===== src/hdl/copperv_bus_pkg.sv =====
`default_nettype none

package copperv_bus_pkg;

    parameter int bus_width = 32;

    // One store as it leaves the core.
    typedef struct packed {
        logic [bus_width-1:0] addr;
        logic [bus_width-1:0] data;
    } store_req_t;

endpackage

`default_nettype wire


===== src/hdl/copperv_isa_pkg.sv =====
`default_nettype none

package copperv_isa_pkg;

    parameter int data_width = 32;
    parameter int reg_width = 5;
    parameter int pc_width = 32;
    parameter int inst_width = 32;

    // Major opcodes of the supported subset.
    typedef enum logic [6:0] {
        OPC_LUI    = 7'b0110111,
        OPC_OP_IMM = 7'b0010011,
        OPC_OP     = 7'b0110011,
        OPC_STORE  = 7'b0100011
    } opcode_e;

    typedef enum logic [2:0] {
        TYPE_U,
        TYPE_I,
        TYPE_R,
        TYPE_S,
        TYPE_NONE  // Retires as a no-op.
    } inst_type_e;

    typedef enum logic [3:0] {
        ALU_ADD,
        ALU_SUB,
        ALU_SLT,
        ALU_XOR,
        ALU_OR,
        ALU_AND,
        ALU_PASS_B
    } alu_funct_e;

    typedef enum logic [0:0] {
        RD_DIN_ALU,
        RD_DIN_IMM
    } rd_din_sel_e;

    typedef struct packed {
        opcode_e opcode;
        inst_type_e inst_type;
        alu_funct_e alu_funct;
        logic [reg_width-1:0] rd;
        logic [reg_width-1:0] rs1;
        logic [reg_width-1:0] rs2;
        logic [data_width-1:0] imm;  // Sign-extended per format.
    } decoded_t;

endpackage

`default_nettype wire


===== src/hdl/arith_logic_unit.sv =====
`timescale 1ns/100ps
`default_nettype none

module arith_logic_unit (
    input wire [copperv_isa_pkg::data_width-1:0] i_din1,
    input wire [copperv_isa_pkg::data_width-1:0] i_din2,
    input wire copperv_isa_pkg::alu_funct_e i_funct,
    output logic [copperv_isa_pkg::data_width-1:0] o_dout
);
    import copperv_isa_pkg::*;

    logic less;

    assign less = $signed(i_din1) < $signed(i_din2);  // Signed compare.

    always_comb begin
        case (i_funct)
            ALU_ADD: o_dout = i_din1 + i_din2;
            ALU_SUB: o_dout = i_din1 - i_din2;
            ALU_SLT: o_dout = {{(data_width-1){1'b0}}, less};
            ALU_XOR: o_dout = i_din1 ^ i_din2;
            ALU_OR: o_dout = i_din1 | i_din2;
            ALU_AND: o_dout = i_din1 & i_din2;
            ALU_PASS_B: o_dout = i_din2;  // LUI.
            default: o_dout = '0;
        endcase
    end

endmodule

`default_nettype wire


===== src/hdl/control_unit.sv =====
`timescale 1ns/100ps
`default_nettype none

module control_unit (
    input wire clk,
    input wire rst,
    input wire copperv_isa_pkg::inst_type_e i_inst_type,
    input wire i_raddr_done,
    input wire i_rdata_valid,
    input wire i_store_done,
    output logic o_fetch,
    output logic o_inst_load,
    output logic o_rd_en,
    output logic o_store_start,
    output logic o_pc_advance,
    output copperv_isa_pkg::rd_din_sel_e o_rd_din_sel
);
    import copperv_isa_pkg::*;

    typedef enum logic [1:0] {
        FETCH,
        WAIT_INST,
        EXECUTE,
        STORE
    } state_e;

    state_e state;
    state_e state_next;
    logic fetch_q;
    logic writes_rd;
    logic is_store;

    always_ff @(posedge clk) begin
        if (!rst) begin
            state <= FETCH;
            fetch_q <= 1'b0;
        end else begin
            state <= state_next;
            fetch_q <= (state_next == FETCH);  // Valid follows the state.
        end
    end

    always_comb begin
        state_next = state;
        case (state)
            FETCH: begin
                if (i_raddr_done) begin
                    state_next = WAIT_INST;
                end
            end
            WAIT_INST: begin
                if (i_rdata_valid) begin
                    state_next = EXECUTE;
                end
            end
            EXECUTE: begin
                state_next = is_store ? STORE : FETCH;
            end
            STORE: begin
                if (i_store_done) begin
                    state_next = FETCH;  // Both channels have handshaked.
                end
            end
            default: state_next = FETCH;
        endcase
    end

    assign writes_rd = (i_inst_type == TYPE_U) || (i_inst_type == TYPE_I) ||
                       (i_inst_type == TYPE_R);
    assign is_store = (i_inst_type == TYPE_S);

    assign o_fetch = fetch_q;
    assign o_inst_load = (state == WAIT_INST) && i_rdata_valid;
    assign o_rd_en = (state == EXECUTE) && writes_rd;
    assign o_store_start = (state == EXECUTE) && is_store;

    // NONE falls through here too, so unsupported words still retire.
    assign o_pc_advance = ((state == EXECUTE) && !is_store) ||
                          ((state == STORE) && i_store_done);

    assign o_rd_din_sel = (i_inst_type == TYPE_U) ? RD_DIN_IMM : RD_DIN_ALU;

endmodule

`default_nettype wire


===== src/hdl/copperv.sv =====
`timescale 1ns/100ps
`default_nettype none

module copperv #(
    parameter logic [copperv_isa_pkg::pc_width-1:0] pc_init = '0
) (
    input wire clk,
    input wire rst,
    input wire i_i_raddr_ready,
    input wire i_i_rdata_valid,
    input wire [copperv_bus_pkg::bus_width-1:0] i_i_rdata,
    input wire i_d_waddr_ready,
    input wire i_d_wdata_ready,
    output logic o_i_raddr_valid,
    output logic [copperv_bus_pkg::bus_width-1:0] o_i_raddr,
    output logic o_i_rdata_ready,
    output logic o_d_waddr_valid,
    output logic [copperv_bus_pkg::bus_width-1:0] o_d_waddr,
    output logic o_d_wdata_valid,
    output logic [copperv_bus_pkg::bus_width-1:0] o_d_wdata
);
    import copperv_isa_pkg::*;
    import copperv_bus_pkg::*;

    logic [pc_width-1:0] pc;
    logic [inst_width-1:0] inst;
    decoded_t dec;
    logic [data_width-1:0] rs1_dout;
    logic [data_width-1:0] rs2_dout;
    logic [data_width-1:0] alu_din2;
    logic [data_width-1:0] alu_dout;
    logic [data_width-1:0] rd_din;
    store_req_t store_req;
    logic waddr_valid;
    logic wdata_valid;
    logic fetch;
    logic inst_load;
    logic rd_en;
    logic store_start;
    logic pc_advance;
    rd_din_sel_e rd_din_sel;
    logic raddr_done;
    logic store_done;

    assign o_i_raddr_valid = fetch;
    assign o_i_raddr = pc;
    assign o_i_rdata_ready = 1'b1;
    assign raddr_done = fetch && i_i_raddr_ready;

    always_ff @(posedge clk) begin
        if (!rst) begin
            pc <= pc_init;
        end else if (pc_advance) begin
            pc <= pc + pc_width'(4);
        end
    end

    always_ff @(posedge clk) begin
        if (inst_load) begin
            inst <= i_i_rdata;
        end
    end

    idecoder idec (
        .i_inst(inst),
        .o_dec(dec)
    );

    assign alu_din2 = (dec.inst_type == TYPE_R) ? rs2_dout : dec.imm;
    assign rd_din = (rd_din_sel == RD_DIN_IMM) ? dec.imm : alu_dout;

    register_file regfile (
        .clk(clk),
        .i_rd_en(rd_en),
        .i_rd(dec.rd),
        .i_rs1(dec.rs1),
        .i_rs2(dec.rs2),
        .i_rd_din(rd_din),
        .o_rs1_dout(rs1_dout),
        .o_rs2_dout(rs2_dout)
    );

    arith_logic_unit alu (
        .i_din1(rs1_dout),
        .i_din2(alu_din2),
        .i_funct(dec.alu_funct),
        .o_dout(alu_dout)
    );

    // Store address comes from the ALU add of rs1 and the S immediate.
    always_ff @(posedge clk) begin
        if (store_start) begin
            store_req.addr <= alu_dout;
            store_req.data <= rs2_dout;
        end
    end

    // Each valid falls after its own handshake.
    always_ff @(posedge clk) begin
        if (!rst) begin
            waddr_valid <= 1'b0;
            wdata_valid <= 1'b0;
        end else if (store_start) begin
            waddr_valid <= 1'b1;
            wdata_valid <= 1'b1;
        end else begin
            if (waddr_valid && i_d_waddr_ready) begin
                waddr_valid <= 1'b0;
            end
            if (wdata_valid && i_d_wdata_ready) begin
                wdata_valid <= 1'b0;
            end
        end
    end

    assign store_done = (waddr_valid || wdata_valid) &&
                        (!waddr_valid || i_d_waddr_ready) &&
                        (!wdata_valid || i_d_wdata_ready);  // Last one pending.

    assign o_d_waddr_valid = waddr_valid;
    assign o_d_wdata_valid = wdata_valid;
    assign o_d_waddr = store_req.addr;
    assign o_d_wdata = store_req.data;

    control_unit control (
        .clk(clk),
        .rst(rst),
        .i_inst_type(dec.inst_type),
        .i_raddr_done(raddr_done),
        .i_rdata_valid(i_i_rdata_valid),
        .i_store_done(store_done),
        .o_fetch(fetch),
        .o_inst_load(inst_load),
        .o_rd_en(rd_en),
        .o_store_start(store_start),
        .o_pc_advance(pc_advance),
        .o_rd_din_sel(rd_din_sel)
    );

endmodule

`default_nettype wire


===== src/hdl/idecoder.sv =====
`timescale 1ns/100ps
`default_nettype none

module idecoder (
    input wire [copperv_isa_pkg::inst_width-1:0] i_inst,
    output copperv_isa_pkg::decoded_t o_dec
);
    import copperv_isa_pkg::*;

    opcode_e opcode;
    logic [2:0] funct3;
    logic [6:0] funct7;
    logic [data_width-1:0] imm_i;
    logic [data_width-1:0] imm_s;
    logic [data_width-1:0] imm_u;

    assign opcode = opcode_e'(i_inst[6:0]);
    assign funct3 = i_inst[14:12];
    assign funct7 = i_inst[31:25];

    assign imm_i = {{20{i_inst[31]}}, i_inst[31:20]};
    assign imm_s = {{20{i_inst[31]}}, i_inst[31:25], i_inst[11:7]};
    assign imm_u = {i_inst[31:12], 12'b0};

    always_comb begin
        o_dec.opcode = opcode;
        o_dec.inst_type = TYPE_NONE;
        o_dec.alu_funct = ALU_ADD;
        o_dec.rd = i_inst[11:7];
        o_dec.rs1 = i_inst[19:15];
        o_dec.rs2 = i_inst[24:20];
        o_dec.imm = '0;
        case (opcode)
            OPC_LUI: begin
                o_dec.inst_type = TYPE_U;
                o_dec.alu_funct = ALU_PASS_B;
                o_dec.imm = imm_u;
            end
            OPC_OP_IMM: begin
                o_dec.imm = imm_i;
                o_dec.inst_type = TYPE_I;
                case (funct3)
                    3'b000: o_dec.alu_funct = ALU_ADD;
                    3'b010: o_dec.alu_funct = ALU_SLT;
                    3'b100: o_dec.alu_funct = ALU_XOR;
                    3'b110: o_dec.alu_funct = ALU_OR;
                    3'b111: o_dec.alu_funct = ALU_AND;
                    default: o_dec.inst_type = TYPE_NONE;  // Shifts and SLTIU.
                endcase
            end
            OPC_OP: begin
                o_dec.inst_type = TYPE_R;
                case ({funct7, funct3})
                    10'b0000000_000: o_dec.alu_funct = ALU_ADD;
                    10'b0100000_000: o_dec.alu_funct = ALU_SUB;
                    10'b0000000_010: o_dec.alu_funct = ALU_SLT;
                    10'b0000000_100: o_dec.alu_funct = ALU_XOR;
                    10'b0000000_110: o_dec.alu_funct = ALU_OR;
                    10'b0000000_111: o_dec.alu_funct = ALU_AND;
                    default: o_dec.inst_type = TYPE_NONE;
                endcase
            end
            OPC_STORE: begin
                o_dec.imm = imm_s;
                if (funct3 == 3'b010) begin
                    o_dec.inst_type = TYPE_S;  // Word stores only.
                end
            end
            default: o_dec.inst_type = TYPE_NONE;
        endcase
    end

endmodule

`default_nettype wire


===== src/hdl/register_file.sv =====
`timescale 1ns/100ps
`default_nettype none

module register_file (
    input wire clk,
    input wire i_rd_en,
    input wire [copperv_isa_pkg::reg_width-1:0] i_rd,
    input wire [copperv_isa_pkg::reg_width-1:0] i_rs1,
    input wire [copperv_isa_pkg::reg_width-1:0] i_rs2,
    input wire [copperv_isa_pkg::data_width-1:0] i_rd_din,
    output logic [copperv_isa_pkg::data_width-1:0] o_rs1_dout,
    output logic [copperv_isa_pkg::data_width-1:0] o_rs2_dout
);
    import copperv_isa_pkg::*;

    logic [data_width-1:0] regs [2**reg_width];

    always_ff @(posedge clk) begin
        if (i_rd_en && (i_rd != '0)) begin
            regs[i_rd] <= i_rd_din;  // x0 is never written.
        end
    end

    // Index 0 reads as zero.
    assign o_rs1_dout = (i_rs1 == '0) ? '0 : regs[i_rs1];
    assign o_rs2_dout = (i_rs2 == '0) ? '0 : regs[i_rs2];

endmodule

`default_nettype wire


===== config.mk =====
export PLATFORM = sky130hd
export DESIGN_NAME = copperv
export DESIGN_NICKNAME = d
export VERILOG_FILES = /design/src/hdl/copperv_bus_pkg.sv /design/src/hdl/copperv_isa_pkg.sv /design/src/hdl/arith_logic_unit.sv /design/src/hdl/control_unit.sv /design/src/hdl/copperv.sv /design/src/hdl/idecoder.sv /design/src/hdl/register_file.sv
export SDC_FILE = /design/constraint.sdc
export NUM_CORES = 2
export LEC_CHECK = 0
export BUFFER_PORTS_ARGS = -buffer_cell sky130_fd_sc_hd__buf_2
export CAP_MARGIN = 15
export CORE_ASPECT_RATIO = 1.1
export CORE_UTILIZATION = 25
export CTS_BUF_LIST = sky130_fd_sc_hd__clkbuf_8
export DETAILED_ROUTE_END_ITERATION = 6
export GPL_ROUTABILITY_DRIVEN = 0
export HOLD_SLACK_MARGIN = 0.03
export SLEW_MARGIN = 20
export SYNTH_ARGS = -nofsm -noshare
export SYNTH_HDL_FRONTEND = slang
export SYNTH_SLANG_ARGS = --single-unit

===== constraint.sdc =====
create_clock -name clk -period 9.2 [get_ports clk]
set_input_delay 0 -clock clk [delete_from_list [all_inputs] [get_ports clk]]
set_output_delay 0 -clock clk [all_outputs]
set_load 0.01 [all_outputs]

# Word-level counts from Yosys, hierarchy flattened
# Memory sizes are Yosys's and may differ from the RTL's. A register that Yosys moved wholly into a read port is not among the register bits.
# Cells that the tools add are included.
[classes]
add_sub_neg = 3
magnitude_cmp = 1
eq_ne = 25
muxes = 27
bitwise_logic = 3
n_reduce_logical = 33
[ops]
columns = ["cell", "count"]
rows = [
  ["$pmux W32 S7", 1],
  ["$mux W32", 4],
  ["$pmux W32 S3", 1],
  ["$add A32 B3 Y32 const B", 1],
  ["$add A32 B32 Y32", 1],
  ["$and A32 B32 Y32", 1],
  ["$lt A32 B32 Y1", 1],
  ["$or A32 B32 Y32", 1],
  ["$sub A32 B32 Y32", 1],
  ["$xor A32 B32 Y32", 1],
  ["$eq A10 B3 Y1 const B", 3],
  ["$pmux W3 S4", 2],
  ["$eq A7 B6 Y1 const B", 3],
  ["$pmux W3 S5", 1],
  ["$eq A4 B3 Y1 const B", 3],
  ["$pmux W4 S3", 1],
  ["$logic_and A1 B1 Y1", 11],
  ["$eq A10 B2 Y1 const B", 1],
  ["$eq A10 B9 Y1 const B", 1],
  ["$logic_not A10 Y1", 1],
  ["$logic_not A5 Y1", 2],
  ["$mux W5", 2],
  ["$eq A3 B2 Y1 const B", 3],
  ["$eq A3 B3 Y1 const B", 3],
  ["19 further kinds", 42],
]
[totals]
reg_bits = 133
ram_bits = 1024
inputBits = 38
out_inout_bits = 100
word_cells = 101
n_memories = 1
[mem_list]
columns = ["name", "depth", "width", "read_ports", "rd_ports_with_merged_regs", "wr", "line", "source"]
rows = [
  ["regfile.regs", 32, 32, 2, 2, 1, "register_file.sv:16", "logic [data_width-1:0] regs [2**reg_width];"],
]

# Logic depth before layout (Yosys ltp)
[depth]
word_depth = 11
depth_mapped = 21

# Hierarchy
# From an unflattened synthesis, not the netlist that was laid out.
[unflattened]
cells_unflattened = 3812
hier_area_um2 = 59116.7
[modules_own_cells]
columns = ["module", "instances", "cells_each", "area_per_inst_um2", "seq_area_each_um2"]
rows = [
  ["register_file", 1, 2564, 47929.7, 30749.5],
  ["copperv", 1, 354, 5196.2, 3523.4],
  ["arith_logic_unit", 1, 764, 5054.8, 0.0],
  ["idecoder", 1, 111, 768.2, 0.0],
  ["control_unit", 1, 19, 167.7, 60.1],
]

# Worst setup path after synthesis
# Ideal clock, no wire load.
[synth_path]
kind = "reg-to-reg"
start = "register (tool-made name)"
end = "memory regfile.regs[0][30] (data pin)"
setup_ns = 0.454
arrival_ns = 6.275
setup_slack_ns = 2.471
path_stages_with_launch = 22
path_buffers = 4
cell_sequence = "dfxtp_1 > clkbuf_1 > buf_2 > buf_2 > buf_2 > mux4_2 > mux4_2 > nand2_1 > a21oi_1 > inv_1 > ha_1 > inv_1 > fa_1 > a211o_1 > a311o_1 > nor3_4 > o32ai_4 > a41oi_4 > o41ai_2 > o41ai_2 > mux2i_1 > o21ai_0"
[synth_rtl]
columns = ["element", "line"]
rows = [
  ["to (decl)", "register_file.sv:16"],
]

==> results_dict.tcl <==
set metrics [dict create \
    yosysMostFrequentCell "sky130_fd_sc_hd__edfxtp_1" \
    irDropWorstVdd_uv 122 \
    final_layout_size_suffix_gt1_frac 0.341 \
    num_rows 184 \
    synth_commonest_cells "sky130_fd_sc_hd__edfxtp_1, sky130_fd_sc_hd__mux4_2, sky130_fd_sc_hd__nor2_1" \
    maximum_number_of_pins_on_one_net_before_global_route_repair 86 \
    totalNegativeSetupSlack_ns 0 \
    layout_worst_path_cycle_share 0.805 \
    timing.final.hold_violations 0 \
    critical_path_fanout_max 33 \
    initial_core_util 0.252 \
    worst_setup_path_class "flip-flop to flip-flop" \
    synth_area_leaders "sky130_fd_sc_hd__edfxtp_1, sky130_fd_sc_hd__mux4_2, sky130_fd_sc_hd__ha_1" \
    initialDrtViolationCount 4278 \
    htreeDepth 4 \
    ys_async_sr_fraction 0 \
    grtUsageTotal 0.153 \
    place_worst_setup_slack_ns 1.90 \
    routedWlPerCell_um 26.7 \
    clkSinkCount 1165 \
    number_of_cells_on_the_worst_reg_to_reg_path 21 \
    start_kind "flip-flop" \
    tritoncts "yes" \
    syn_area_per_cell_um2 17.8 \
    rsz_0062_raised_after_global_routing "no" \
    postLayoutSetupSlackWorst_ns 1.79 \
    synthToLayoutAreaGrowth_pct 16.3 \
    drt_first_pass_iters 6 \
    worst-slew-pin-transition_ns 1.10 \
    number_of_filler_cells_placed_in_the_layout 22400 \
    clock_latency_ns 0.95 \
    ant_nets 0 \
    globalRoute.totalOverflow 0 \
    result_of_the_run "completed" \
    floorplan.die.height_um 506 \
    coreArea_um2 229000 \
    grt_antenna_before_repair 6 \
    fin_area_um2 67200 \
    syn_area_um2 57800 \
    synth.distinct_cells 83 \
    cts.root.buffer_cell "sky130_fd_sc_hd__clkbuf_8" \
    grt_first_pass_wirelength_mm 256 \
    nNetsFinal 3710 \
    yosys_warnings 0 \
    timing.final.max_slew_violations 0 \
    first_global_vias 35400 \
    setup.reg_to_reg.worst_slack_ns 1.79 \
    cp-end-kind "flip-flop" \
    yosys_most_used_dff "sky130_fd_sc_hd__edfxtp_1" \
    ff_latch_count_synth 1165 \
    dp_hpwl_mm 107 \
    design.die.area_um2 233000 \
    num_vias 35200 \
    number_of_synthesized_flops_with_an_enable_pin 1120 \
    numPortBuffers 134 \
    period_minus_slack_ns 7.41 \
    post_dp_cell_area_um2 62900 \
    post-synth-top-area-fraction 0.582 \
    powerDensity_nw_per_um2 173 \
    floorplan.die.width_um 460 \
    drv_cap 0 \
    synth_area_leader_cell "sky130_fd_sc_hd__edfxtp_1" \
    sequential_area_share_after_synthesis 0.598 \
    clock-skew-final_ns 0.0501 \
    cts-buffers-inserted 176 \
    critical_path_arrival_ns 8.05 \
    clk_pin_slew_ns 0.07 \
    timing.fmax_mhz 135 \
    power.leakage_nw 21.8 \
    layout.core_utilization 0.293 \
    io_pins 138 \
    worstReg2RegEnd "regfile.regs[26][0]" \
    via_per_inst 5.18 \
    syn_inst 3255 \
    critical_path.endpoint "regfile.regs[26][0]" \
    worstPathRequired_ns 9.84 \
    setup-violations-final 0 \
    ctsResizeCount 0 \
    drc 0 \
    clk_path_buf_depth 3 \
    hp-class "input port to flip-flop" \
    worst_slew_margin_rel 0.266 \
    drt-total-wl_mm 181 \
]
worst max-delay path, stage by stage (launching register included):
cell and delay, ns:
sky130_fd_sc_hd__dfxtp_4 0.84, sky130_fd_sc_hd__buf_4 0.31, sky130_fd_sc_hd__buf_4 0.24, sky130_fd_sc_hd__mux4_2 0.52
sky130_fd_sc_hd__mux4_2 0.48, sky130_fd_sc_hd__mux2i_1 0.25, sky130_fd_sc_hd__nor2_1 0.10, sky130_fd_sc_hd__a222oi_1 0.46
sky130_fd_sc_hd__inv_1 0.13, sky130_fd_sc_hd__ha_1 0.25, sky130_fd_sc_hd__inv_1 0.09, sky130_fd_sc_hd__fa_1 0.28
sky130_fd_sc_hd__a211o_1 0.17, sky130_fd_sc_hd__a311o_1 0.29, sky130_fd_sc_hd__nor3_4 0.07, sky130_fd_sc_hd__o32ai_4 0.25
sky130_fd_sc_hd__a41oi_4 0.24, sky130_fd_sc_hd__o41ai_2 0.71, sky130_fd_sc_hd__a21oi_1 0.28, sky130_fd_sc_hd__o21ai_0 0.54
sky130_fd_sc_hd__nand3_1 0.25, sky130_fd_sc_hd__buf_4 0.30
cell usage in the layout, fill, tap and decap left out, types with 10 or more instances in the layout:
master                             n
sky130_fd_sc_hd__a21oi_1         129
sky130_fd_sc_hd__nor2_1          122
sky130_fd_sc_hd__a21o_1           13
sky130_fd_sc_hd__nand2b_1         50
sky130_fd_sc_hd__mux4_2          640
sky130_fd_sc_hd__a221o_1          15
sky130_fd_sc_hd__a221oi_1         17
sky130_fd_sc_hd__o21bai_1         12
sky130_fd_sc_hd__nor2b_1          19
sky130_fd_sc_hd__conb_1           35
sky130_fd_sc_hd__edfxtp_1       1120
sky130_fd_sc_hd__buf_2           134
sky130_fd_sc_hd__bufinv_16        11
sky130_fd_sc_hd__and3_1           12
sky130_fd_sc_hd__mux2i_1          36
sky130_fd_sc_hd__clkinv_1         29
sky130_fd_sc_hd__nor3_1           22
sky130_fd_sc_hd__buf_4           113
sky130_fd_sc_hd__clkbuf_8        180
sky130_fd_sc_hd__nand2_1         114
sky130_fd_sc_hd__o21ai_0          69
sky130_fd_sc_hd__o31ai_1          12
sky130_fd_sc_hd__o21a_1           13
sky130_fd_sc_hd__o211ai_1         19
sky130_fd_sc_hd__mux2_2           10
sky130_fd_sc_hd__nand4_1          15
sky130_fd_sc_hd__inv_1           131
sky130_fd_sc_hd__a211oi_1         22
sky130_fd_sc_hd__dlygate4sd3_1    76
sky130_fd_sc_hd__and2_1           35
sky130_fd_sc_hd__dfxtp_1          35
sky130_fd_sc_hd__nand3_1          30
sky130_fd_sc_hd__clkinv_2         52
sky130_fd_sc_hd__ha_1            100
sky130_fd_sc_hd__nor2_4           33
sky130_fd_sc_hd__xnor2_1          25
through the flow:
step                      hold slack (ns)  instances  power, mW
final                               0.125       6789       11.6
after global routing                0.152       6788       12.0
after detailed placement            0.178       6385       7.39
after floorplan                    0.0989       3288       6.97
after CTS                          0.0302       6785       11.7
after global placement              0.180       6384       7.38
layout make-up:
| cell class | count | area (um^2) | area share |
|---|---|---|---|
| sequential | 1165 | 34600 | 0.514 |
| multi-input combinational | 1797 | 22500 | 0.335 |
| tap | 3069 | 3840 | 0.0571 |
| clock buffer | 180 | 2480 | 0.0369 |
| timing repair buffer | 333 | 2470 | 0.0368 |
| clock inverter | 144 | 1000 | 0.0149 |
| inverter | 97 | 364 | 0.00542 |
| antenna | 4 | 10.0 | 0.000149 |
report_power, final:
part           switching (mW)  internal [mW]  leakage [nW]  total (mW)
registers              0.0685           5.97          10.5        6.04
logic                   0.757          0.524          9.31        1.28
clock network            2.14           2.16          1.94        4.31
cells by family after synthesis:
family          synth area share
buf+inv                   0.0228
flops                      0.598
other cells             0.000130
compound gates            0.0517
fa+ha+maj                 0.0223
simple gates              0.0427
xor+xnor                 0.00500
mux                        0.258
metal layers:
metal / vias to the layer above / share of wire / track usage
met5: - / 0.00012 / 0
met2: 1955 / 0.49 / 0.256
met4: 4 / 0.044 / 0.0707
met3: 402 / 0.087 / 0.0271
li1: 14300 / - / -
met1: 18500 / 0.38 / 0.191
registers in the layout, summed over array words and instances (netlist names), named ones only:
register and count:
control.state 2, regfile.regs 1024, o_i_raddr 30, o_d_waddr 32
inst 32, o_d_waddr_valid 1, o_d_wdata 32, control.o_fetch 1
o_d_wdata_valid 1
how the worst min path moves through the flow:
| stage | startpoint | endpoint | slack [ns] | depth (start not counted) |
|---|---|---|---|---|
| floorplan | i_i_rdata[0] | inst[0] | 0.1 | 0 |
| global placement | i_i_rdata[28] | inst[28] | 0.18 | 1 |
| detailed placement | i_i_rdata[25] | inst[25] | 0.18 | 1 |
| CTS | rst | o_i_raddr[25] | 0.03 | 3 |
| global route | rst | o_i_raddr[25] | 0.15 | 3 |
| finish | rst | o_i_raddr[25] | 0.13 | 3 |
timing repair:
item | in CTS | in global routing
hold endpoints to repair | 109 | 0
buffers inserted | 0 | 0
hold buffers | 76 | 0
No activity file was read; power rests on OpenSTA's default activity.
